--- src/include/cpu_params.svh ---
`ifndef CPU_PARAMS_SVH
`define CPU_PARAMS_SVH

// ======================================================================
// Core widths
// ======================================================================
`define XLEN        32      // Data and address width
`define REG_ADDR_W  5       // Register index width
`define REG_COUNT   32      // General registers, $0 included

// First fetch after reset
`define RESET_PC    32'h3000

// ======================================================================
// Data memory
// ======================================================================
`define DMEM_WORDS  64      // Depth in words
`define DMEM_ADDR_W 6       // Word index bits, above the byte offset

`endif

--- src/logic/fetchUnit.sv ---
`timescale 1ns/1ps
`include "cpu_params.svh"

module fetchUnit (
	input  logic             clk,
	input  logic             rstN,
	input  logic             stall,
	input  logic             branchTaken,
	input  logic [`XLEN-1:0] branchPc,   // PC of the beq in decode
	input  logic [15:0]      imm,
	output logic [`XLEN-1:0] pc
);

	logic [`XLEN-1:0] offset;
	logic [`XLEN-1:0] target;

	// Word offset, sign extended
	assign offset = {{(`XLEN-18){imm[15]}}, imm, 2'b00};
	assign target = branchPc + 4 + offset;

	// ======================================================================
	// Program counter
	// ======================================================================
	always_ff @(posedge clk) begin
		if (!rstN) begin
			pc <= `RESET_PC;
		end else if (!stall) begin    // Stall wins over a branch
			if (branchTaken)
				pc <= target;           // Delay slot already fetched
			else
				pc <= pc + 4;
		end
	end

endmodule

--- config.mk ---
export PLATFORM = sky130hd
export DESIGN_NAME = fetchUnit
export DESIGN_NICKNAME = d
export VERILOG_FILES = /design/src/logic/fetchUnit.sv
export VERILOG_INCLUDE_DIRS = /design/src /design/src/include
export SDC_FILE = /design/constraint.sdc
export NUM_CORES = 1
export LEC_CHECK = 0
export BUFFER_PORTS_ARGS = -buffer_cell sky130_fd_sc_hd__buf_2
export CAP_MARGIN = 20
export CORE_MARGIN = 3
export CORE_UTILIZATION = 29
export CTS_BUF_LIST = sky130_fd_sc_hd__clkbuf_8 sky130_fd_sc_hd__clkbuf_16
export CTS_CLUSTER_DIAMETER = 80
export CTS_CLUSTER_SIZE = 25
export DETAILED_ROUTE_END_ITERATION = 8
export PLACE_DENSITY = 0.58
export SYNTH_ARGS = -nofsm -noshare
export SYNTH_HDL_FRONTEND = slang
export SYNTH_SLANG_ARGS = --single-unit
--- constraint.sdc ---
create_clock -name clk -period 6.4 [get_ports clk]
set_clock_uncertainty 0.1 [all_clocks]
set_input_delay 0.32 -clock clk [delete_from_list [all_inputs] [get_ports clk]]
set_output_delay 0.32 -clock clk [all_outputs]
set_load 0.02 [all_outputs]
==> flow_summary.json, run 1 <==
{
  "outcome": "complete, no violations",
  "vias": 4122,
  "finalSetupViolations": 0,
  "synth_top_area_share": 0.1788,
  "avgRoutedWirePerCell_um": 15.68,
  "grt_pass1_vias": 3914,
  "fin_crit_sh": 0.4637,
  "p_leak_nw": 2.020,
  "die_w_um": 124.3,
  "arrival_ns": 3.03,
  "path_buf_inv": 1,
  "syn_avg_cell_area_um2": 7.806,
  "fin_setup_tns_ns": 0,
  "finalMaxSlewViolations": 0,
  "clkLatencyLatePin_ns": 0.28,
  "worstSetupEndpoint": "pc[30]",
  "cts_tree": "yes",
  "yosysTopAreaCell": "ha_1",
  "pwr_density_cell_mw_per_mm2": 194.0,
  "nFillCells": 1493,
  "drive_gt1_frac": 0.2073,
  "r2r_slack_ns": 3.74,
  "cts_buffer_depth": 2,
  "top_regs": "pc x32",
  "period_minus_slack_ns": 2.968,
  "ys_top_cells_by_area": "ha_1 (18%), dfxtp_1 (16%), a21oi_1 (7.5%), nand2_1 (4.2%), o21ai_0 (4.1%)",
  "r2r.worst_path.cells": 8,
  "rsz0062_at_grt": "no",
  "peakVddDrop_mv": 0.1093,
  "synth_area_mm2": 0.004059,
  "worstReg2RegStart": "pc[2]",
  "async_flop_share": 0,
  "clk_pin_slew_ns": 0.06,
  "synth-seq-cells": 32,
  "syn2layout_area_growth_pct": 14.21,
  "synth_warnings": 0,
  "post-cts-setup-buffer-count": 0,
  "min_path_type": "input port to flip-flop",
  "layout.nets": 689,
  "io_pins": 84,
  "r2r-end": "pc[30]",
  "dieArea_mm2": 0.01545,
  "critPathMaxStageDelay_ns": 0.43,
  "largest_register_ffs": 32,
  "path_depth": 10,
  "track_usage": 0.1491,
  "drtAntennaViolNets": 0,
  "drt-initial-drc-count": 385,
  "cp-end-kind": "flip-flop",
  "grt_max_degree": 46,
  "ys_seq_area_frac": 0.1578,
  "regMostFlops": "pc",
  "cts_hold_buf": 0,
  "cp_data_required_time_ns": 6.47,
  "ys.flop_type": "dfxtp_1",
  "die_y_um": 124.3,
  "cts-root-buf": "clkbuf_16",
  "cts_resized": 0,
  "startpoint_type": "input port",
  "antenna_found_initial": 0,
  "path_delay_family": "compound AO/OA/AOI/OAI gates",
  "crit_chain": "buf_2, ha_1, ha_1, a21oi_1, o221ai_1, a221oi_1, o21ai_1, a21oi_1, nor4_1, or3_1",
  "fmax_ghz": 0.3370,
  "start_util": 0.3017,
  "postSynthCellCount": 520,
  "finalWeightedCongestion": 0.8672,
  "coreArea_mm2": 0.01345,
  "viasPerCell": 5.460,
  "multi_input_area_mm2": 0.003139,
  "crit_type": "input port to flip-flop",
  "cp-startpoint": "imm[15]",
  "grt_pass1_wl_um": 19690,
  "crit_path_max_fanout": 15,
  "drt_wl_total_um": 11840,
  "drc": 0,
  "grt.overflow.total": 0,
  "ys_types": 76,
  "cts.htree.levels": 2,
  "numClockSinks": 32,
  "critPathSlowestCell": "ha_1",
  "dr.pass1.iters": 4,
  "power_uw": 899.2,
  "hold_violations": 0,
  "slew_headroom": 0.4533,
  "cts_buffers": 5,
  "placement.io_buffers": 83,
  "tightest_slew_ns": 0.8201,
  "synth_edf_count": 0,
  "seq_area_um2": 640.6,
  "antennaDiodeCount": 0,
  "dp_hpwl_um": 9307,
  "drv_cap": 0,
  "std_cell_rows": 42,
  "synth_nets": 631
}
[layer usage]
metal  track usage  wire length [µm]
met1        0.2164              5844
met2        0.2271              5163
met3       0.02487               677
met4       0.04126               153
met5             0                 0
[worst min path at each step]
stage | endpoint | start | slack [ns] | depth (start not counted)
4_1_cts | pc[0] | branchPc[0] | 0.18 | 3
3_5_place_dp | pc[1] | pc[1] | 0.36 | 2
2_1_floorplan | pc[0] | branchPc[0] | 0.36 | 2
3_3_place_gp | pc[1] | pc[1] | 0.35 | 2
5_1_grt | pc[1] | branchPc[1] | 0.21 | 3
6_report | pc[0] | branchPc[0] | 0.19 | 3
[tightest hold or removal path: cells and delay by family]
| kind | cells | cell delay, ns |
|---|---|---|
| buffers and inverters | 1 | 0.09 |
| AOI/OAI and AO/OA | 1 | 0.06 |
| and+or+nand+nor | 1 | 0.04 |
[power by group]
| part | switching [mW] | total (mW) | internal [mW] |
|---|---|---|---|
| Combinational | 0.230 | 0.378 | 0.148 |
| Clock | 0.0950 | 0.278 | 0.183 |
| Sequential | 0.0258 | 0.243 | 0.218 |
| Total | 0.351 | 0.899 | 0.548 |
[cell families (layout without fill, tap and decap cells)]
logic type,after synthesis,in the layout,synth area share
AO/OA/AOI/OAI,185,185,0.2975
XOR/XNOR,23,23,0.04963
adder cells (fa/ha/maj),59,59,0.1837
buffers and inverters,45,104,0.06874
flip-flops,32,32,0.1578
multiplexers,2,2,0.004932
AND/OR/NAND/NOR,174,174,0.2377
[Yosys cell counts (3+ instances only)]
master and number:
a21o_2 5, o211ai_1 9, buf_1 3, o21ai_0 33
o22ai_1 3, nand3_1 28, nor4_4 3, nand2_1 45
xor2_1 6, nor3b_1 4, a21boi_0 3, and2_1 7
buf_6 3, o21ai_1 3, o31ai_1 6, nor3_1 8
ha_1 58, a41oi_1 3, a31oi_1 7, dfxtp_1 32
nor4_1 3, inv_1 12, a21o_1 7, clkbuf_1 11
xnor2_1 17, o221ai_1 8, nand4_1 16, nor2_1 26
buf_2 5, and3_1 9, a21oi_1 61, o21a_1 6
o21bai_1 6, clkbuf_8 6, a211oi_1 6
[placed cells by master (no fill, tap or decap), types with 7 or more instances in the layout]
master / synthesis / layout
a21o_1: 7 / 7
a21oi_1: 61 / 61
a31oi_1: 7 / 7
and2_1: 7 / 7
and3_1: 9 / 9
buf_2: 5 / 83
dfxtp_1: 32 / 32
ha_1: 58 / 58
inv_1: 12 / 12
nand2_1: 45 / 45
nand3_1: 28 / 28
nand4_1: 16 / 16
nor2_1: 26 / 26
nor3_1: 8 / 8
o211ai_1: 9 / 9
o21ai_0: 33 / 33
o221ai_1: 8 / 8
xnor2_1: 17 / 17
[cell type report]
cell class	count	share of cell area
multi-input cells	443	0.6772
flip-flops and latches	32	0.1382
repair buffers	84	0.09123
well taps	176	0.04750
clock buffers	5	0.02699
inverters	12	0.009717
clock inverters	3	0.009177
[per-stage QoR]
stage	hold WS, ns	area [µm²]	cells	worst slack [ns]	utilization
after floorplan	0.3650	4059	520	3.614	-
after global placement	0.3496	4468	747	3.210	0.3321
after detailed placement	0.3626	4468	747	3.174	0.3321
after CTS	0.1817	4636	755	3.465	0.3446
after global routing	0.2112	4636	755	3.198	0.3446
final	0.1872	4636	755	3.432	0.3446
No activity file was read; power rests on OpenSTA's default activity.
==> inputs of run 2 (changes only) <==
- PLACE_DENSITY: 0.58 -> 0.59
- clock period: 6.4 -> 2.53 ns (I/O delays scaled with it)
==> run 2 against run 1 <==
Global-route usage rose by 0.78 points. Sequential share of layout area is 2.0 points lower. First-iteration DRC count shrank 2.6%. Cell count rose by 12%. Setup slack worse by 3.3 ns. Critical endpoint is now pc[25].
==> flow_summary.json, run 2 (same netlist as run 1, synthesis figures left out) <==
{
  "crit_type": "input port to flip-flop",
  "rsz0062_at_grt": "no",
  "grt_pass1_vias": 4450,
  "avgRoutedWirePerCell_um": 14.77,
  "dp.cells": 836,
  "finalMaxSlewViolations": 0,
  "cts_tree": "yes",
  "numClockSinks": 32,
  "arrival_ns": 2.46,
  "regMostFlops": "pc",
  "dieArea_mm2": 0.01545,
  "clk_pin_slew_ns": 0.05,
  "final_common_cell": "buf_4",
  "post-cts-setup-buffer-count": 0,
  "drive_gt1_frac": 0.3269,
  "peakVddDrop_mv": 0.2497,
  "slew_headroom": 0.5179,
  "cts-root-buf": "clkbuf_16",
  "final_cell_mix": "buf_4 (89), buf_2 (83), a21oi_1 (58)",
  "crit_chain": "buf_2, ha_1, ha_1, buf_4, nand2_1, or4_4, o32a_1, o21a_4, o21ai_2, xnor2_1, o2bb2ai_1",
  "clkLatencyLatePin_ns": 0.28,
  "outcome": "complete, no violations",
  "largest_register_ffs": 32,
  "period_minus_slack_ns": 2.406,
  "grt_max_degree": 45,
  "crit_path_max_fanout": 4,
  "top_regs": "pc x32",
  "dp_hpwl_um": 10050,
  "startpoint_type": "input port",
  "drc": 0,
  "cts_buffers": 5,
  "p_leak_nw": 2.474,
  "vias": 4473,
  "hold_violations": 0,
  "crit_top_cell": "ha_1",
  "worstReg2RegStart": "pc[2]",
  "layout.nets": 780,
  "cp-end-kind": "flip-flop",
  "stdcell_count": 846,
  "pwr_density_cell_mw_per_mm2": 463.1,
  "drt-initial-drc-count": 375,
  "dr.pass1.iters": 5,
  "antennaDiodeCount": 0,
  "fmax_ghz": 0.4157,
  "track_usage": 0.1570,
  "placement.io_buffers": 83,
  "syn2layout_area_growth_pct": 33.38,
  "critPathMaxStageDelay_ns": 0.50,
  "grt_pass1_wl_um": 21090,
  "cts_buffer_depth": 2,
  "start_util": 0.3017,
  "io_pins": 84,
  "drtAntennaViolNets": 0,
  "die_y_um": 124.3,
  "hp-start": "branchPc[31]",
  "min_path_type": "input port to flip-flop",
  "critPathSlowestCell": "or4_4",
  "grt.overflow.total": 0,
  "cp-startpoint": "branchPc[15]",
  "r2r_slack_ns": 0.17,
  "antenna_found_initial": 0,
  "drt_wl_total_um": 12490,
  "drv_cap": 0,
  "fin_crit_sh": 0.9508,
  "viasPerCell": 5.287,
  "fin_setup_tns_ns": 0,
  "cp_data_required_time_ns": 2.59,
  "tightest_slew_ns": 0.7204,
  "finalSetupViolations": 0,
  "cts.htree.levels": 2,
  "die_w_um": 124.3,
  "finalWeightedCongestion": 0.8867,
  "coreArea_mm2": 0.01345,
  "std_cell_rows": 42
}
-- run 2: through the flow --
| stage | cell area (µm²) | util | power (mW) | worst slack, ns | hold slack [ns] |
|---|---|---|---|---|---|
| after floorplan | 4070 | - | 1.335 | 0.002056 | 0.1715 |
| after global placement | 5147 | 0.3826 | 1.769 | -0.2068 | 0.2838 |
| after detailed placement | 5147 | 0.3826 | 1.791 | -0.2670 | 0.2896 |
| after CTS | 5331 | 0.3963 | 2.483 | 0.005641 | 0.2183 |
| after global routing | 5414 | 0.4024 | 2.681 | 0.001470 | 0.2529 |
| final | 5414 | 0.4024 | 2.507 | 0.1245 | 0.2314 |
-- run 2: final timing paths --
check / cells after the start / to
setup / recovery: 11 / pc[25]
hold / removal: 4 / pc[31]
setup reg to reg: 8 / pc[30]
hold reg to reg: 2 / pc[0]
-- run 2: critical path: cells and delay by family --
kind                       cells  cell delay, ns
buffers and inverters          2            0.23
adders and majority gates      2            0.60
AOI/OAI and AO/OA              4            0.73
and+or+nand+nor                2            0.59
xor gates and xnor gates       1            0.18
-- run 2: layout make-up --
| class | instances | area (µm²) |
|---|---|---|
| Fill cell | 1440 | 8039 |
| Sequential cell | 32 | 640.6 |
| Clock inverter | 3 | 38.79 |
| Clock buffer | 5 | 125.1 |
| Timing Repair Buffer | 175 | 1115 |
| Inverter | 12 | 45.04 |
| Tap cell | 176 | 220.2 |
| Multi-Input combinational cell | 443 | 3229 |
-- run 2: power breakdown --
group | leakage (nW) | internal (mW) | switching (mW)
Sequential | 0.263 | 0.551 | 0.0542
Clock | 0.0850 | 0.459 | 0.223
Combinational | 2.13 | 0.566 | 0.655
Total | 2.47 | 1.58 | 0.932
-- run 2: metal layers --
layer  routed length (µm)  vias up  part of all wire  track usage
li1                     -     2270                 -            -
met3                  628        8             0.050      0.01930
met5                    0        -                 0            0
met4                  118        0            0.0094      0.03804
met1                 5974     2061              0.48       0.2214
met2                 5771      134              0.46       0.2548
-- run 2: what timing repair did --
action / 4_1_cts / 5_1_grt
endpoints found under the hold margin: 2 / 0
hold buffers: 2 / 0
resized for setup: 0 / 15
setup endpoints to repair: 0 / 7
==> inputs of run 3 (changes only) <==
- CAP_MARGIN: 20 -> 15
- CTS_BUF_LIST: sky130_fd_sc_hd__clkbuf_8 sky130_fd_sc_hd__clkbuf_16 -> unset
- CTS_CLUSTER_DIAMETER: 80 -> unset
==> run 3 against run 2 <==
Core utilization is the same. Highest routed layer unchanged. Sequential share of layout area is the same. Cell count is the same.
==> flow_summary.json, run 3 (same netlist as run 1, synthesis figures left out) <==
{
  "outcome": "complete, no violations",
  "antennaDiodeCount": 0,
  "grt_max_degree": 45,
  "fin_crit_sh": 0.9509,
  "numClockSinks": 32,
  "avgRoutedWirePerCell_um": 14.77,
  "grt_pass1_wl_um": 21090,
  "die_y_um": 124.3,
  "std_cell_rows": 42,
  "final_cell_mix": "buf_4 (89), buf_2 (83), a21oi_1 (58)",
  "drt-initial-drc-count": 375,
  "min_path_type": "input port to flip-flop",
  "fin_util": 0.4024,
  "track_usage": 0.1570,
  "cts-root-buf": "clkbuf_16",
  "tightest_slew_ns": 0.7192,
  "crit_path_max_fanout": 4,
  "p_leak_nw": 2.470,
  "power_mw": 2.511,
  "post-cts-setup-buffer-count": 0,
  "drtAntennaViolNets": 0,
  "top_regs": "pc x32",
  "worstReg2RegStart": "pc[2]",
  "startpoint_type": "input port",
  "pwr_density_cell_mw_per_mm2": 463.8,
  "drc": 0,
  "vias": 4477,
  "peakVddDrop_mv": 0.2498,
  "dr.pass1.iters": 5,
  "largest_register_ffs": 32,
  "layout_setup_ws_ns": 0.1242,
  "cts_tree": "yes",
  "layout.nets": 780,
  "arrival_ns": 2.47,
  "rsz0062_at_grt": "no",
  "path_delay_family": "compound AO/OA/AOI/OAI gates",
  "busiest_layer": "met2",
  "syn2layout_area_growth_pct": 33.38,
  "clkLatencyLatePin_ns": 0.28,
  "drt_wl_total_um": 12500,
  "met1_usage": 0.2214,
  "cts_buffer_depth": 2,
  "cp_data_required_time_ns": 2.59,
  "met2_usage": 0.2548,
  "cts_buffers": 5,
  "finalWeightedCongestion": 0.8867,
  "start_util": 0.3017,
  "path_buf_inv": 2,
  "dp_hpwl_um": 10050,
  "slew_headroom": 0.5188,
  "whs_ns": 0.2313,
  "critPathMaxStageDelay_ns": 0.50,
  "drv_cap": 0,
  "cp-end-kind": "flip-flop",
  "grt_pass1_vias": 4450,
  "dieArea_mm2": 0.01545,
  "crit_type": "input port to flip-flop",
  "period_minus_slack_ns": 2.406,
  "viasPerCell": 5.292,
  "finalSetupViolations": 0,
  "grtUsageMet3": 0.01930,
  "final_common_cell": "buf_4",
  "cts.htree.levels": 2,
  "die_w_um": 124.3,
  "regMostFlops": "pc",
  "finalMaxSlewViolations": 0,
  "coreArea_mm2": 0.01345,
  "antenna_found_initial": 0,
  "io_pins": 84,
  "post-place-ws_ns": -0.2670,
  "placement.io_buffers": 83,
  "critPathSlowestCell": "or4_4",
  "fmax_ghz": 0.4157,
  "clk_pin_slew_ns": 0.05,
  "drive_gt1_frac": 0.3269,
  "crit_chain": "buf_2, ha_1, ha_1, buf_4, nand2_1, or4_4, o32a_1, o21a_4, o21ai_2, xnor2_1, o2bb2ai_1",
  "grt.overflow.total": 0,
  "hp-start": "branchPc[31]",
  "cp-startpoint": "branchPc[15]",
  "crit_top_cell": "ha_1",
  "hold_violations": 0
}
==> run 3: cell count changes in the layout (fill, tap and decap cells not counted) <==
cell,before,now
clkbuf_1,0,1
inv_1,13,12
==> run 3: final timing paths <==
path                                to  slack [ns]  cells past startpoint
worst max-delay path            pc[25]        0.12                     11
worst min-delay path            pc[31]        0.23                      4
worst max register to register  pc[30]        0.17                      8
worst min register to register   pc[0]        0.36                      2
==> run 3: area by class of cell <==
type	count	area [µm²]
timing repair buffer	175	1115
multi-input combinational	443	3229
tap	176	220.2
inverter	12	45.04
sequential	32	640.6
clock buffer	6	128.9
clock inverter	2	35.03
fill	1440	8039
==> run 3: worst min-delay path, stage by stage <==
cell     delay, ns
buf_2         0.08
xnor2_1       0.08
xnor2_1       0.14
o21ai_0       0.14
==> run 3: report_power, final <==
group,total [mW],switching (mW),internal (mW),leakage (nW)
combinational,1.22,0.654,0.566,2.13
clock,0.686,0.223,0.463,0.0808
sequential,0.605,0.0541,0.551,0.263
==> run 3: repair_timing <==
action,4_1_cts,5_1_grt
hold buffers,2,0
gates resized for setup,0,15
setup endpoints to repair,0,7
endpoints found under the hold margin,2,0
==> run 3: layer usage <==
layer,vias up,share of wire
met5,-,0
met4,0,0.0094
met3,8,0.052
met2,133,0.46
met1,2067,0.48
li1,2269,-
==> run 3: per-stage QoR <==
| step | area [µm²] | setup TNS (ns) | instances |
|---|---|---|---|
| global placement | 5147 | -1.592 | 836 |
| finish | 5414 | 0 | 846 |
| global route | 5414 | 0 | 846 |
| CTS | 5331 | 0 | 846 |
| detailed placement | 5147 | -2.212 | 836 |
| floorplan | 4070 | 0 | 520 |
